**config.mk**
```make
export PLATFORM = sky130hd
export DESIGN_NAME = pathOramCipher
export DESIGN_NICKNAME = d
export VERILOG_FILES = /design/src/design/oramCipherPkg.sv /design/src/design/cipherQueue.sv /design/src/design/bucketHeaderDecode.sv /design/src/design/keystreamPipeline.sv /design/src/design/cipherCombiner.sv /design/src/design/pathOramCipher.sv
export VERILOG_INCLUDE_DIRS = /design/src /design/src/design
export SDC_FILE = /design/constraint.sdc
export NUM_CORES = 2
export LEC_CHECK = 0
export CORE_ASPECT_RATIO = 0.7
export CORE_MARGIN = 10
export CORE_UTILIZATION = 50
export CTS_CLUSTER_DIAMETER = 40
export DETAILED_ROUTE_END_ITERATION = 8
export DONT_BUFFER_PORTS = 1
export PLACE_DENSITY = 0.68
export SYNTH_ARGS = -nofsm -noshare
export SYNTH_HDL_FRONTEND = slang
export SYNTH_SLANG_ARGS = --single-unit
```
**constraint.sdc**
```tcl
create_clock -name Clock -period 10.05 [get_ports Clock]
set_input_delay 1.005 -clock Clock [delete_from_list [all_inputs] [get_ports Clock]]
set_output_delay 1.005 -clock Clock [all_outputs]
set_load 0.01 [all_outputs]
```
**src/design/oramCipher_defines.svh**
```systemverilog
/*
 * ORAM cipher widths, depths and keystream constants
 */
`ifndef ORAM_CIPHER_DEFINES_SVH
`define ORAM_CIPHER_DEFINES_SVH

// Bus widths
`define BURST_WIDTH       64
`define MASK_WIDTH        8
`define IV_WIDTH          16
`define LANE_WIDTH        32

// Path geometry, in DRAM bursts
`define BUCKET_BURSTS     4
`define PATH_BURSTS       12

// Buffering and keystream pipeline
`define QUEUE_DEPTH       8
`define KEYSTREAM_STAGES  4
`define CIPHER_KEY        32'h5a17c3e1
`define ROUND_CONST       32'h9e3779b9

`endif

```
**src/design/oramCipherPkg.sv**
```systemverilog
/*
 * ORAM cipher shared types
 * Burst, mask and IV vectors, path direction and queue entry structs
 */
`include "oramCipher_defines.svh"

package oramCipherPkg;

    // ------------------------------------------------------------
    // Vector types
    // ------------------------------------------------------------
    typedef logic [`BURST_WIDTH-1:0]               burstT;
    typedef logic [`MASK_WIDTH-1:0]                maskT;
    typedef logic [`IV_WIDTH-1:0]                  ivT;
    typedef logic [`LANE_WIDTH-1:0]                laneT;
    typedef logic [$clog2(`BUCKET_BURSTS)-1:0]     burstIdxT;
    typedef logic [$clog2(`PATH_BURSTS)-1:0]       pathIdxT;

    // Which way the current path is moving
    typedef enum logic [1:0] {
        PathIdle,
        PathRead,
        PathWrite
    } pathDirT;

    // ------------------------------------------------------------
    // Structs
    // ------------------------------------------------------------
    // One queued burst, header flag marks burst 0 of a bucket
    typedef struct packed {
        burstT data;
        maskT  mask;
        logic  isHeader;
    } cipherEntryT;

    // Keystream request for one burst
    typedef struct packed {
        ivT       iv;
        burstIdxT burstIdx;
    } keystreamReqT;

endpackage

```
**src/design/cipherQueue.sv**
```systemverilog
/*
 * Synchronous in-order FIFO with a free flag for issue gating
 */
`timescale 1ns/10ps

module cipherQueue #(
    parameter int Width = 64,
    parameter int Depth = 8
) (
    input  logic             Clock,
    input  logic             reset,
    input  logic [Width-1:0] inData,
    input  logic             inValid,
    output logic [Width-1:0] outData,
    output logic             outValid,
    input  logic             outReady,
    output logic             free
);
    localparam int PtrWidth   = (Depth > 1) ? $clog2(Depth) : 1;
    localparam int CountWidth = $clog2(Depth + 1);

    logic [Width-1:0]      mem [Depth];
    logic [PtrWidth-1:0]   wrPtr;
    logic [PtrWidth-1:0]   rdPtr;
    logic [CountWidth-1:0] count;
    logic                  push;
    logic                  pop;

    // A write issued now is already counted next cycle
    assign free     = count < CountWidth'(Depth);
    assign outValid = count != '0;
    assign outData  = mem[rdPtr];
    assign push     = inValid & free;
    assign pop      = outValid & outReady;

    always_ff @(posedge Clock) begin
        if (reset) begin
            wrPtr <= '0;
            rdPtr <= '0;
            count <= '0;
        end else begin
            if (push) begin
                wrPtr <= (wrPtr == PtrWidth'(Depth - 1)) ? '0 : wrPtr + 1'b1;
            end
            if (pop) begin
                rdPtr <= (rdPtr == PtrWidth'(Depth - 1)) ? '0 : rdPtr + 1'b1;
            end
            count <= count + CountWidth'(push) - CountWidth'(pop);
        end
    end

    // Storage
    always_ff @(posedge Clock) begin
        if (push) begin
            mem[wrPtr] <= inData;
        end
    end

endmodule

```
**src/design/bucketHeaderDecode.sv**
```systemverilog
/*
 * Bucket header decode
 * Picks the burst source by direction, tracks bucket position and IV
 */
`timescale 1ns/10ps
`include "oramCipher_defines.svh"

module bucketHeaderDecode (
    input  logic                        Clock,
    input  logic                        reset,
    input  oramCipherPkg::burstT        MIGIn,
    input  logic                        MIGInValid,
    input  oramCipherPkg::burstT        BackendWData,
    input  oramCipherPkg::maskT         BackendWMask,
    input  logic                        BackendWValid,
    output logic                        BackendWReady,
    input  logic                        entryFree,
    input  oramCipherPkg::pathDirT      direction,
    output oramCipherPkg::cipherEntryT  entry,
    output logic                        entryValid,
    output oramCipherPkg::keystreamReqT req,
    output logic                        reqValid
);
    import oramCipherPkg::*;

    burstT    bufData;
    logic     bufValid;
    logic     bufReady;
    pathDirT  seenDirection;
    pathIdxT  pathCount;
    burstIdxT burstIdx;
    ivT       bucketIv;
    logic     pathDone;
    logic     canIssue;
    logic     issue;
    burstT    inBurst;
    logic     isHeader;

    // Path buffer, DRAM has no back-pressure so it holds a full path
    cipherQueue #(
        .Width(`BURST_WIDTH),
        .Depth(`PATH_BURSTS)
    ) pathBuffer (
        .Clock   (Clock),
        .reset   (reset),
        .inData  (MIGIn),
        .inValid (MIGInValid),
        .outData (bufData),
        .outValid(bufValid),
        .outReady(bufReady),
        .free    ()
    );

    // ------------------------------------------------------------
    // Issue control
    // ------------------------------------------------------------
    // Hold off for one cycle after a direction change
    assign pathDone      = pathCount == pathIdxT'(`PATH_BURSTS);
    assign canIssue      = entryFree & ~pathDone & (direction == seenDirection);
    assign bufReady      = canIssue & (direction == PathRead);
    assign BackendWReady = canIssue & (direction == PathWrite);
    assign issue         = (bufValid & bufReady) | (BackendWValid & BackendWReady);

    assign inBurst  = (direction == PathWrite) ? BackendWData : bufData;
    assign isHeader = burstIdx == '0;

    // Entry and request leave together
    assign entry.data     = inBurst;
    assign entry.mask     = (direction == PathWrite) ? BackendWMask : '0;
    assign entry.isHeader = isHeader;
    assign entryValid     = issue;

    // Header carries its own IV, later bursts use the latched one
    assign req.iv       = isHeader ? inBurst[`IV_WIDTH-1:0] : bucketIv;
    assign req.burstIdx = burstIdx;
    assign reqValid     = issue;

    always_ff @(posedge Clock) begin
        if (reset) begin
            seenDirection <= PathIdle;
            pathCount     <= '0;
            burstIdx      <= '0;
        end else if (direction != seenDirection) begin
            seenDirection <= direction;
            pathCount     <= '0;
            burstIdx      <= '0;
        end else if (issue) begin
            pathCount <= pathCount + 1'b1;
            burstIdx  <= (burstIdx == burstIdxT'(`BUCKET_BURSTS - 1)) ? '0 : burstIdx + 1'b1;
        end
    end

    // Bucket IV
    always_ff @(posedge Clock) begin
        if (issue && isHeader) begin
            bucketIv <= inBurst[`IV_WIDTH-1:0];
        end
    end

endmodule

```
**src/design/keystreamPipeline.sv**
```systemverilog
/*
 * Keystream pipeline
 * Fixed-latency keyed mixing of IV and burst index into two lanes
 */
`timescale 1ns/10ps
`include "oramCipher_defines.svh"

module keystreamPipeline (
    input  logic                        Clock,
    input  logic                        reset,
    input  oramCipherPkg::keystreamReqT req,
    input  logic                        reqValid,
    output oramCipherPkg::burstT        keystream,
    output logic                        keystreamValid
);
    import oramCipherPkg::*;

    localparam int Lanes = `BURST_WIDTH / `LANE_WIDTH;

    laneT                        seed     [Lanes];
    laneT                        stageLane[`KEYSTREAM_STAGES][Lanes];
    logic [`KEYSTREAM_STAGES-1:0] stageValid;

    // One mixing round
    function automatic laneT mixRound(input laneT lane);
        laneT keyed;
        keyed = lane ^ `CIPHER_KEY;
        return {keyed[`LANE_WIDTH-8:0], keyed[`LANE_WIDTH-1:`LANE_WIDTH-7]} + `ROUND_CONST;
    endfunction

    // Lane start is IV + 2 * burst index + lane number
    always_comb begin
        for (int l = 0; l < Lanes; l++) begin
            seed[l] = laneT'(req.iv) + laneT'({req.burstIdx, 1'b0}) + laneT'(l);
        end
    end

    // ------------------------------------------------------------
    // Stages
    // ------------------------------------------------------------
    always_ff @(posedge Clock) begin
        if (reset) begin
            stageValid <= '0;
        end else begin
            stageValid <= {stageValid[`KEYSTREAM_STAGES-2:0], reqValid};
        end
    end

    always_ff @(posedge Clock) begin
        for (int l = 0; l < Lanes; l++) begin
            stageLane[0][l] <= mixRound(seed[l]);
            for (int s = 1; s < `KEYSTREAM_STAGES; s++) begin
                stageLane[s][l] <= mixRound(stageLane[s-1][l]);
            end
        end
    end

    // Lane 1 in the upper half
    assign keystream      = {stageLane[`KEYSTREAM_STAGES-1][1],
                             stageLane[`KEYSTREAM_STAGES-1][0]};
    assign keystreamValid = stageValid[`KEYSTREAM_STAGES-1];

endmodule

```
**src/design/cipherCombiner.sv**
```systemverilog
/*
 * Cipher combiner
 * XORs data with keystream, restores header IV, runs path direction FSM
 */
`timescale 1ns/10ps
`include "oramCipher_defines.svh"

module cipherCombiner (
    input  logic                       Clock,
    input  logic                       reset,
    input  oramCipherPkg::cipherEntryT entry,
    input  logic                       entryValid,
    input  oramCipherPkg::burstT       keystream,
    input  logic                       keystreamValid,
    output logic                       entryFree,
    output oramCipherPkg::pathDirT     direction,
    output oramCipherPkg::burstT       MIGOut,
    output oramCipherPkg::maskT        MIGOutMask,
    output logic                       MIGOutValid,
    input  logic                       MIGOutReady,
    output oramCipherPkg::burstT       BackendRData,
    output logic                       BackendRValid,
    input  logic                       DRAMInitDone
);
    import oramCipherPkg::*;

    cipherEntryT headEntry;
    logic        headValid;
    logic        dataFree;
    burstT       headKey;
    logic        keyValid;
    burstT       xorRes;
    burstT       result;
    logic        resultValid;
    logic        resultReady;
    logic        pop;
    logic        lastResult;
    pathIdxT     resultCount;

    // ------------------------------------------------------------
    // Data and keystream queues
    // ------------------------------------------------------------
    cipherQueue #(.Width($bits(cipherEntryT)), .Depth(`QUEUE_DEPTH)) dataQueue (
        .Clock   (Clock),
        .reset   (reset),
        .inData  (entry),
        .inValid (entryValid),
        .outData (headEntry),
        .outValid(headValid),
        .outReady(pop),
        .free    (dataFree)
    );

    cipherQueue #(.Width(`BURST_WIDTH), .Depth(`QUEUE_DEPTH)) keyQueue (
        .Clock   (Clock),
        .reset   (reset),
        .inData  (keystream),
        .inValid (keystreamValid),
        .outData (headKey),
        .outValid(keyValid),
        .outReady(pop),
        .free    ()
    );

    // Every keystream in flight already has its entry in the data queue
    assign entryFree = dataFree;

    // ------------------------------------------------------------
    // XOR and routing
    // ------------------------------------------------------------
    assign xorRes = headEntry.data ^ headKey;
    assign result = headEntry.isHeader ?
                    {xorRes[`BURST_WIDTH-1:`IV_WIDTH], headEntry.data[`IV_WIDTH-1:0]} : xorRes;

    assign resultValid = headValid & keyValid & (direction != PathIdle);
    // Reads never stall
    assign resultReady = (direction == PathRead) | ((direction == PathWrite) & MIGOutReady);
    assign pop         = resultValid & resultReady;

    assign MIGOut        = result;
    assign MIGOutMask    = headEntry.mask;
    assign MIGOutValid   = resultValid & (direction == PathWrite);
    assign BackendRData  = result;
    assign BackendRValid = resultValid & (direction == PathRead);

    // Path FSM
    assign lastResult = pop & (resultCount == pathIdxT'(`PATH_BURSTS - 1));

    always_ff @(posedge Clock) begin
        if (reset) begin
            direction   <= PathIdle;
            resultCount <= '0;
        end else begin
            if (lastResult) begin
                resultCount <= '0;
            end else if (pop) begin
                resultCount <= resultCount + 1'b1;
            end
            case (direction)
                PathIdle:  if (DRAMInitDone) direction <= PathRead;
                PathRead:  if (lastResult) direction <= PathWrite;
                PathWrite: if (lastResult) direction <= PathRead;
                default:   direction <= PathIdle;
            endcase
        end
    end

endmodule

```
**src/design/pathOramCipher.sv**
```systemverilog
/*
 * Path ORAM cipher layer between the ORAM backend and DRAM
 */
`timescale 1ns/10ps

module pathOramCipher (
    input  logic                 Clock,
    input  logic                 reset,
    input  oramCipherPkg::burstT MIGIn,
    input  logic                 MIGInValid,
    output oramCipherPkg::burstT MIGOut,
    output oramCipherPkg::maskT  MIGOutMask,
    output logic                 MIGOutValid,
    input  logic                 MIGOutReady,
    input  oramCipherPkg::burstT BackendWData,
    input  oramCipherPkg::maskT  BackendWMask,
    input  logic                 BackendWValid,
    output logic                 BackendWReady,
    output oramCipherPkg::burstT BackendRData,
    output logic                 BackendRValid,
    input  logic                 DRAMInitDone
);
    import oramCipherPkg::*;

    cipherEntryT  entry;
    logic         entryValid;
    keystreamReqT req;
    logic         reqValid;
    burstT        keystream;
    logic         keystreamValid;
    logic         entryFree;
    pathDirT      direction;

    bucketHeaderDecode decode (
        .Clock        (Clock),
        .reset        (reset),
        .MIGIn        (MIGIn),
        .MIGInValid   (MIGInValid),
        .BackendWData (BackendWData),
        .BackendWMask (BackendWMask),
        .BackendWValid(BackendWValid),
        .BackendWReady(BackendWReady),
        .entryFree    (entryFree),
        .direction    (direction),
        .entry        (entry),
        .entryValid   (entryValid),
        .req          (req),
        .reqValid     (reqValid)
    );

    keystreamPipeline execute (
        .Clock         (Clock),
        .reset         (reset),
        .req           (req),
        .reqValid      (reqValid),
        .keystream     (keystream),
        .keystreamValid(keystreamValid)
    );

    cipherCombiner combiner (
        .Clock         (Clock),
        .reset         (reset),
        .entry         (entry),
        .entryValid    (entryValid),
        .keystream     (keystream),
        .keystreamValid(keystreamValid),
        .entryFree     (entryFree),
        .direction     (direction),
        .MIGOut        (MIGOut),
        .MIGOutMask    (MIGOutMask),
        .MIGOutValid   (MIGOutValid),
        .MIGOutReady   (MIGOutReady),
        .BackendRData  (BackendRData),
        .BackendRValid (BackendRValid),
        .DRAMInitDone  (DRAMInitDone)
    );

endmodule

```
# After elaboration in Yosys (flattened, before gate mapping)
# Memory sizes are Yosys's and may differ from the RTL's. A register that Yosys moved wholly into a read port is not among the register bits.
# Cells that the tools add are included.
word_totals:
  regBits: 66
  latchBits: 0
  ram_bits: 2120
  romBits: 0
  output_inout_bits: 139
  elab_cells: 131
  n_memories: 4
mem_list:
  columns: ["memory", "words", "word_bits", "rd", "rd_clocked_by_memory_dff", "write_ports", "line_no", "rtl"]
  rows:
  - ["decode.pathBuffer.mem", 12, 64, 1, 1, 1, "cipherQueue.sv:22", "logic [Width-1:0] mem [Depth];"]
  - ["combiner.dataQueue.mem", 8, 73, 1, 1, 1, "cipherQueue.sv:22", null]
  - ["combiner.keyQueue.mem", 8, 64, 1, 1, 1, "cipherQueue.sv:22", null]
  - ["execute.stageLane", 4, 64, 4, 0, 4, "keystreamPipeline.sv:21", "laneT stageLane[`KEYSTREAM_STAGES][Lanes];"]
classes:
  add_sub_neg: 25
  n_mul: 0
  div_mod_pow: 0
  magnitude_cmp: 3
  n_eq_ne: 16
  n_shift: 0
  n_mux: 27
  bitwise_logic: 30
  reduce_logical: 10
op_table:
  columns: ["cell", "n"]
  rows:
  - ["$add 32x32->32 const B", 8]
  - ["$not 16->16", 8]
  - ["$mux 64", 1]
  - ["$xor 64x64->64", 1]
  - ["$add 32x1->32 const B", 1]
  - ["$mux 16", 2]
  - ["$mux 3", 8]
  - ["$and 1x1->1", 18]
  - ["$add 16x3->17", 1]
  - ["$add 4x1->4 const B", 4]
  - ["$eq 4x4->1 const B", 4]
  - ["$mux 4", 4]
  - ["$add 3x1->3 const B", 4]
  - ["$add 4x1->4", 3]
  - ["$eq 3x3->1 const B", 4]
  - ["$lt 4x4->1 const B", 3]
  - ["$reduce_bool 4->1", 3]
  - ["$sub 4x1->4", 3]
  - ["$mux 2", 4]
  - ["$mux 8", 1]
  - ["$mux 1", 6]
  - ["$pmux 2 s3", 1]
  - ["$eq 2x2->1 const B", 2]
  - ["$logic_not 2->1", 2]
  - ["12 further kinds", 15]

# Logic depth before layout (Yosys ltp)
depth:
  ltp_word: 10
  mapped_depth: 24
  depth_no_buf: 16

# Cells and area by module
# From an unflattened synthesis, not the netlist that was laid out.
hier_totals:
  cells_unflattened: 4378
  area_unflattened_um2: 83822.9
by_module_without_submodules:
  columns: ["mod", "instances", "cells_per_inst", "area_per_inst_um2", "seq_area_each_um2"]
  rows:
  - ["cipherQueue at decode.pathBuffer", 1, 1540, 30319.1, 23382.4]
  - ["cipherQueue at combiner.dataQueue", 1, 923, 22590.4, 17797.1]
  - ["cipherQueue at combiner.keyQueue", 1, 819, 19895.3, 15635.0]
  - ["keystreamPipeline", 1, 724, 7350.8, 3443.3]
  - ["bucketHeaderDecode", 1, 178, 2129.5, 640.6]
  - ["cipherCombiner", 1, 194, 1537.7, 120.1]

# Least setup slack after synthesis
# Ideal clock, no wire load.
synth_timing:
  path_kind: "flip-flop to flip-flop"
  from: "register combiner.direction[0]"
  to: "memory combiner.dataQueue.mem[0][0] (netlist name) (enable)"
  arrival_time_ns: 9.191
  slack_ns: 0.175
  stages_incl_launch_ff: 10
  synth_period_minus_slack_ns: 9.875
  path_cell_list: "dfxtp_1 > clkbuf_1 > xnor2_1 > nand2_1 > a311o_1 > a211oi_1 > a21oi_1 > clkbuf_1 > buf_1 > nor4_1"
synth_via:
  elab_chain_cells: 8
synth_lines:
  columns: ["item", "line_no", "rtl"]
  rows:
  - ["start: declaration", "cipherCombiner.sv:16", "output oramCipherPkg::pathDirT direction,"]
  - ["start signal: assignment", "cipherCombiner.sv:91", "direction <= PathIdle;"]
  - ["start signal: assignment", "cipherCombiner.sv:100", "PathIdle: if (DRAMInitDone) direction <= PathRead;"]
  - ["start signal: assignment", "cipherCombiner.sv:101", "PathRead: if (lastResult) direction <= PathWrite;"]
  - ["$eq 2x2->1", "bucketHeaderDecode.sv:59", "assign canIssue = entryFree & ~pathDone & (direction == seenDirection);"]
  - ["$and 1x1->1", "bucketHeaderDecode.sv:59", null]
  - ["$and 1x1->1 (*)", "bucketHeaderDecode.sv:60", "assign bufReady = canIssue & (direction == PathRead);"]
  - ["$and 1x1->1 (*)", null, null]
  - ["net decode.pathBuffer.pop", "cipherQueue.sv:27", "logic pop;"]
  - ["$or 1x1->1 (*)", "bucketHeaderDecode.sv:62", "assign issue = (bufValid & bufReady) | (BackendWValid & BackendWReady);"]
  - ["$and 1x1->1 (*)", "cipherQueue.sv:33", "assign push = inValid & free;"]
  - ["$mux 1 (*)", "cipherQueue.sv:54", "if (push) begin"]
  - ["$mux 1 (not written as such) (*)", "cipherQueue.sv:55", "mem[wrPtr] <= inData;"]
  - ["end: declaration", "cipherQueue.sv:22", null]
# The timed path passes the listed nets; every way through them passes the cells marked *.

==> impl_results.md <==
- Crit path to: execute.stageLane[0][25]
- Min Hold Slack: around 0.24 ns
- Crit path buffers/inverters: 1
- Comb power frac: 12.3%
- Hold Fails Final Rpt: 0
- Postcts setup bufs: 0
- Seq. cell area: 0.05721 mm²
- Top cell type's share of synthesized area: 67.94%
- Max-cap check violation count: 0
- Post-CTS sizing: 0
- DRC viols: 0
- Switching Share: 24.97%
- Outcome: finished, final reports clean
- Fillcell total: between 10000 and 15000
- Clock power frac: a little over a third
- Async S/R FF share, synth: 0%
- Final setup vio count: 0
- GR Overflow Total: 0
- Final worst-path cycle share: 60.38%
- Min-delay worst type: input pin to flop
- CP most frequent cell: and2_1
- Final WL: 173500 µm
- GRT Overall Usage: 19.97%
- Cell taking the most area after synthesis: edfxtp_1
- Via count: around 37000
- CP arrival: 6.77 ns
- CTS Hold Bufs: 0
- Lkg Pwr: 27.13 nW
- CTS tree: built
- First DRT Iteration DRCs: 3746
- Synth cell types: 107
- Pin count of the biggest net entering global routing: 102
- Slew Limit Fails: 0
- Seq pwr share: 51.3%
- Avg Synthesized Cell Area: around 19 µm²
- Total I/O pin count: 281
- Critical Path Stages: 17
- Worst Skew: 0.03747 ns
- Gpl congestion: 0.8070
- Port bufs: 0
- Die Ht: 349.3 µm
- Pwr per Cell Area: 234.1 mW/mm²
- Area contributors post-synth: edfxtp_1 68%, mux4_2 12%, dfxtp_1 5.9%
- FF-to-FF End: execute.stageLane[0][25]
- Yosys reg bits: 1980
- Mapped Area: 0.07743 mm²
- Number of buffers created by CTS: between 150 and 200
- Multi-input gate area: 0.01899 mm²
- F_max: 0.1648 GHz
- Clock slew seen by the registers of the worst setup and hold paths: ~0.060 ns
- Initial antenna violation count: 16
- Vias in the first global route: around 37000
- Critical path's largest stage delay: between 0.8 and 0.9 ns
- Initial Util: between 50% and 60%
- First-pass GRT wire length: about 250000 µm
- Detail-routed via count per cell: 5.878
- Synth-to-layout area growth: 11.13%
- HPWL Detailed: 103000 µm
- Layout cell share with drive strength beyond 1: between 20% and 30%
- First drt pass iteration count: 6
- Root buf cell: clkbuf_16
- Clk Latency, worst-skew pair: 0.83 ns
- Startpoint Class: flop
- CP Capture Type: flop
- Core Box Area: approximately 0.15 mm²
- Drt wl/cell: 27.75 µm
- Setup TNS: 0 ns
- Clock Tree Buf Depth: 3
- Relative slew slack: roughly a fifth
- Worst slew pin tran: 1.172 ns
- Peak supply drop: 0.0001838 V
- P_sw: approximately 5 mW
- Worst R2R Setup Slack: 3.98 ns
- CP max stage cell: fa_1
- RSZ-0062 raised after global routing: false
- Clock period minus worst slack: just over 6 ns
- Mapped Nets: 4177
- CTS Sinks: 1980
- R2R depth: 17
- Setup Crit Path Kind: flop to flop
- Die Wd: 490.4 µm
- Top Family by Delay on Critical Path: simple AND/OR/NAND/NOR gates
- Number of synthesized flops with an enable pin: 1752
- Final nets: 4209
- CP cell instances: buf_4 > mux4_2 > mux2i_1 > nand2_1 > o211ai_1 > a31oi_1 > ha_1 > fa_1 > and2_1 > o31ai_1 > nor3_4 > a22oi_1 > nor4b_4 > nand4_1 > a2bb2oi_1 > or3_1 > and2_1
- Post-route ant nets: 0
- Max FO, Critical Path: 38
- Post-Syn Instances: around 4000
- H-Tree Depth: 4
- YS warnings: 0
- Die area: 0.1713 mm²
- Primary flip-flop cell chosen by synthesis mapping: edfxtp_1
- Seq/Total Area, Yosys: 73.84%
- Data required time of the critical path: 10.76 ns
- Pint: approximately 15 mW
- Row count: 120
-- placed cells by master, fill, tap and decap left out, drive strengths merged, types with 12 or more instances in the layout --
master / netlist / routed
ha: 47 / 47
or3: 15 / 15
xor2: 91 / 91
a21oi: 92 / 92
clkinv: 2 / 67
mux2i: 192 / 192
nand3b: 12 / 12
nand3: 16 / 16
xnor2: 119 / 119
mux4: 421 / 421
nor3b: 14 / 14
edfxtp: 1752 / 1752
nand2: 138 / 138
nand2b: 29 / 29
and2: 19 / 19
o21ai: 83 / 83
buf: 138 / 78
dfxtp: 228 / 228
bufinv: 0 / 23
clkbuf: 98 / 235
inv: 53 / 74
nor2b: 32 / 32
nor3: 38 / 38
mux2: 22 / 22
nor2: 181 / 181
-- logic make-up after synthesis --
| family | share of synthesized area [%] |
|---|---|
| AOI/OAI and AO/OA | 2.257 |
| DFF | 73.84 |
| xor gates and xnor gates | 2.463 |
| and+or+nand+nor | 3.607 |
| muxes | 15.09 |
| adders and majority gates | 0.8629 |
| buffers and inverters | 1.882 |
-- worst register-to-register path, cell delays in order (launching register included) --
cell	delay (ns)
dfxtp_4	0.70
buf_4	0.72
mux4_2	0.60
mux2i_1	0.15
nand2_1	0.07
o211ai_1	0.17
a31oi_1	0.13
ha_1	0.25
fa_1	0.85
and2_1	0.23
o31ai_1	0.16
nor3_4	0.34
a22oi_1	0.21
nor4b_4	0.44
nand4_1	0.14
a2bb2oi_1	0.21
or3_1	0.40
and2_1	0.17
-- per-layer routing --
| layer | track usage [%] | vias to the layer above | wire (µm) |
|---|---|---|---|
| met4 | 5.481 | 22 | 3666 |
| li1 | - | 15850 | - |
| met5 | 0 | - | 135 |
| met3 | 4.999 | 245 | 14910 |
| met1 | 29.01 | 19280 | 75350 |
| met2 | 30.21 | 1355 | 79480 |
-- area by class of cell --
type                       count  area share [%]
clock inverter               114           1.557
sequential                  1980           66.48
inverter                      55          0.2414
tap                         2074           3.016
timing repair buffer          78          0.6951
antenna                        4         0.01163
clock buffer                 235           5.925
multi-input combinational   1713           22.07
-- Yosys cell counts (all sizes together), types with 12 or more instances --
cell and count:
nand3 16, nor3 38, clkbuf 98, and2 19, mux4 421, xnor2 119
nand3b 12, ha 47, xor2 91, inv 53, buf 138, or3 15
mux2i 192, a21oi 92, mux2 22, nand2b 29, nor2 181, nor3b 14
dfxtp 228, nand2 138, nor2b 32, edfxtp 1752, o21ai 83
-- worst min path at each step --
stage / start / end / slack [ns] / cells after the start
after floorplan: execute.stageLane[0][25] / execute.stageLane[1][0] / 0.33 / 0
final: reset / combiner.keyQueue.count[1] / 0.24 / 1
after detailed placement: execute.stageLane[1][14] / execute.stageLane[2][21] / 0.36 / 1
after global placement: execute.stageLane[1][14] / execute.stageLane[2][21] / 0.35 / 1
after global routing: reset / combiner.dataQueue.count[0] / 0.22 / 1
after CTS: reset / combiner.keyQueue.count[1] / 0.19 / 1
-- power groups by stage --
stage               combinational [mW]  sequential, mW  clock [mW]
floorplan                         1.95            10.4           0
global placement                  2.48            10.5           0
detailed placement                2.52            10.5           0
CTS                               2.53            10.3        7.44
global route                      2.72            10.4        7.76
finish                            2.48            10.3        7.32
-- state kept, by name (all words and copies together), names as in the netlist, 16 cells and up, named ones only --
signal and count:
decode.pathBuffer.mem 768, execute.stageLane 168, combiner.dataQueue.mem 584, decode.bucketIv 16
combiner.keyQueue.mem 384
-- per-stage QoR --
stage	std cells	util, %	cell area (µm²)	setup WS [ns]	power [mW]
floorplan	3984	-	77430	0.1751	12.30
detailed placement	5900	51.87	79600	3.956	13.04
global route	6252	56.07	86050	3.460	20.92
CTS	6249	56.07	86040	3.937	20.32
global placement	5900	51.87	79600	4.013	12.97
finish	6253	56.08	86050	3.982	20.14
Power figures use the tool's default switching activity.
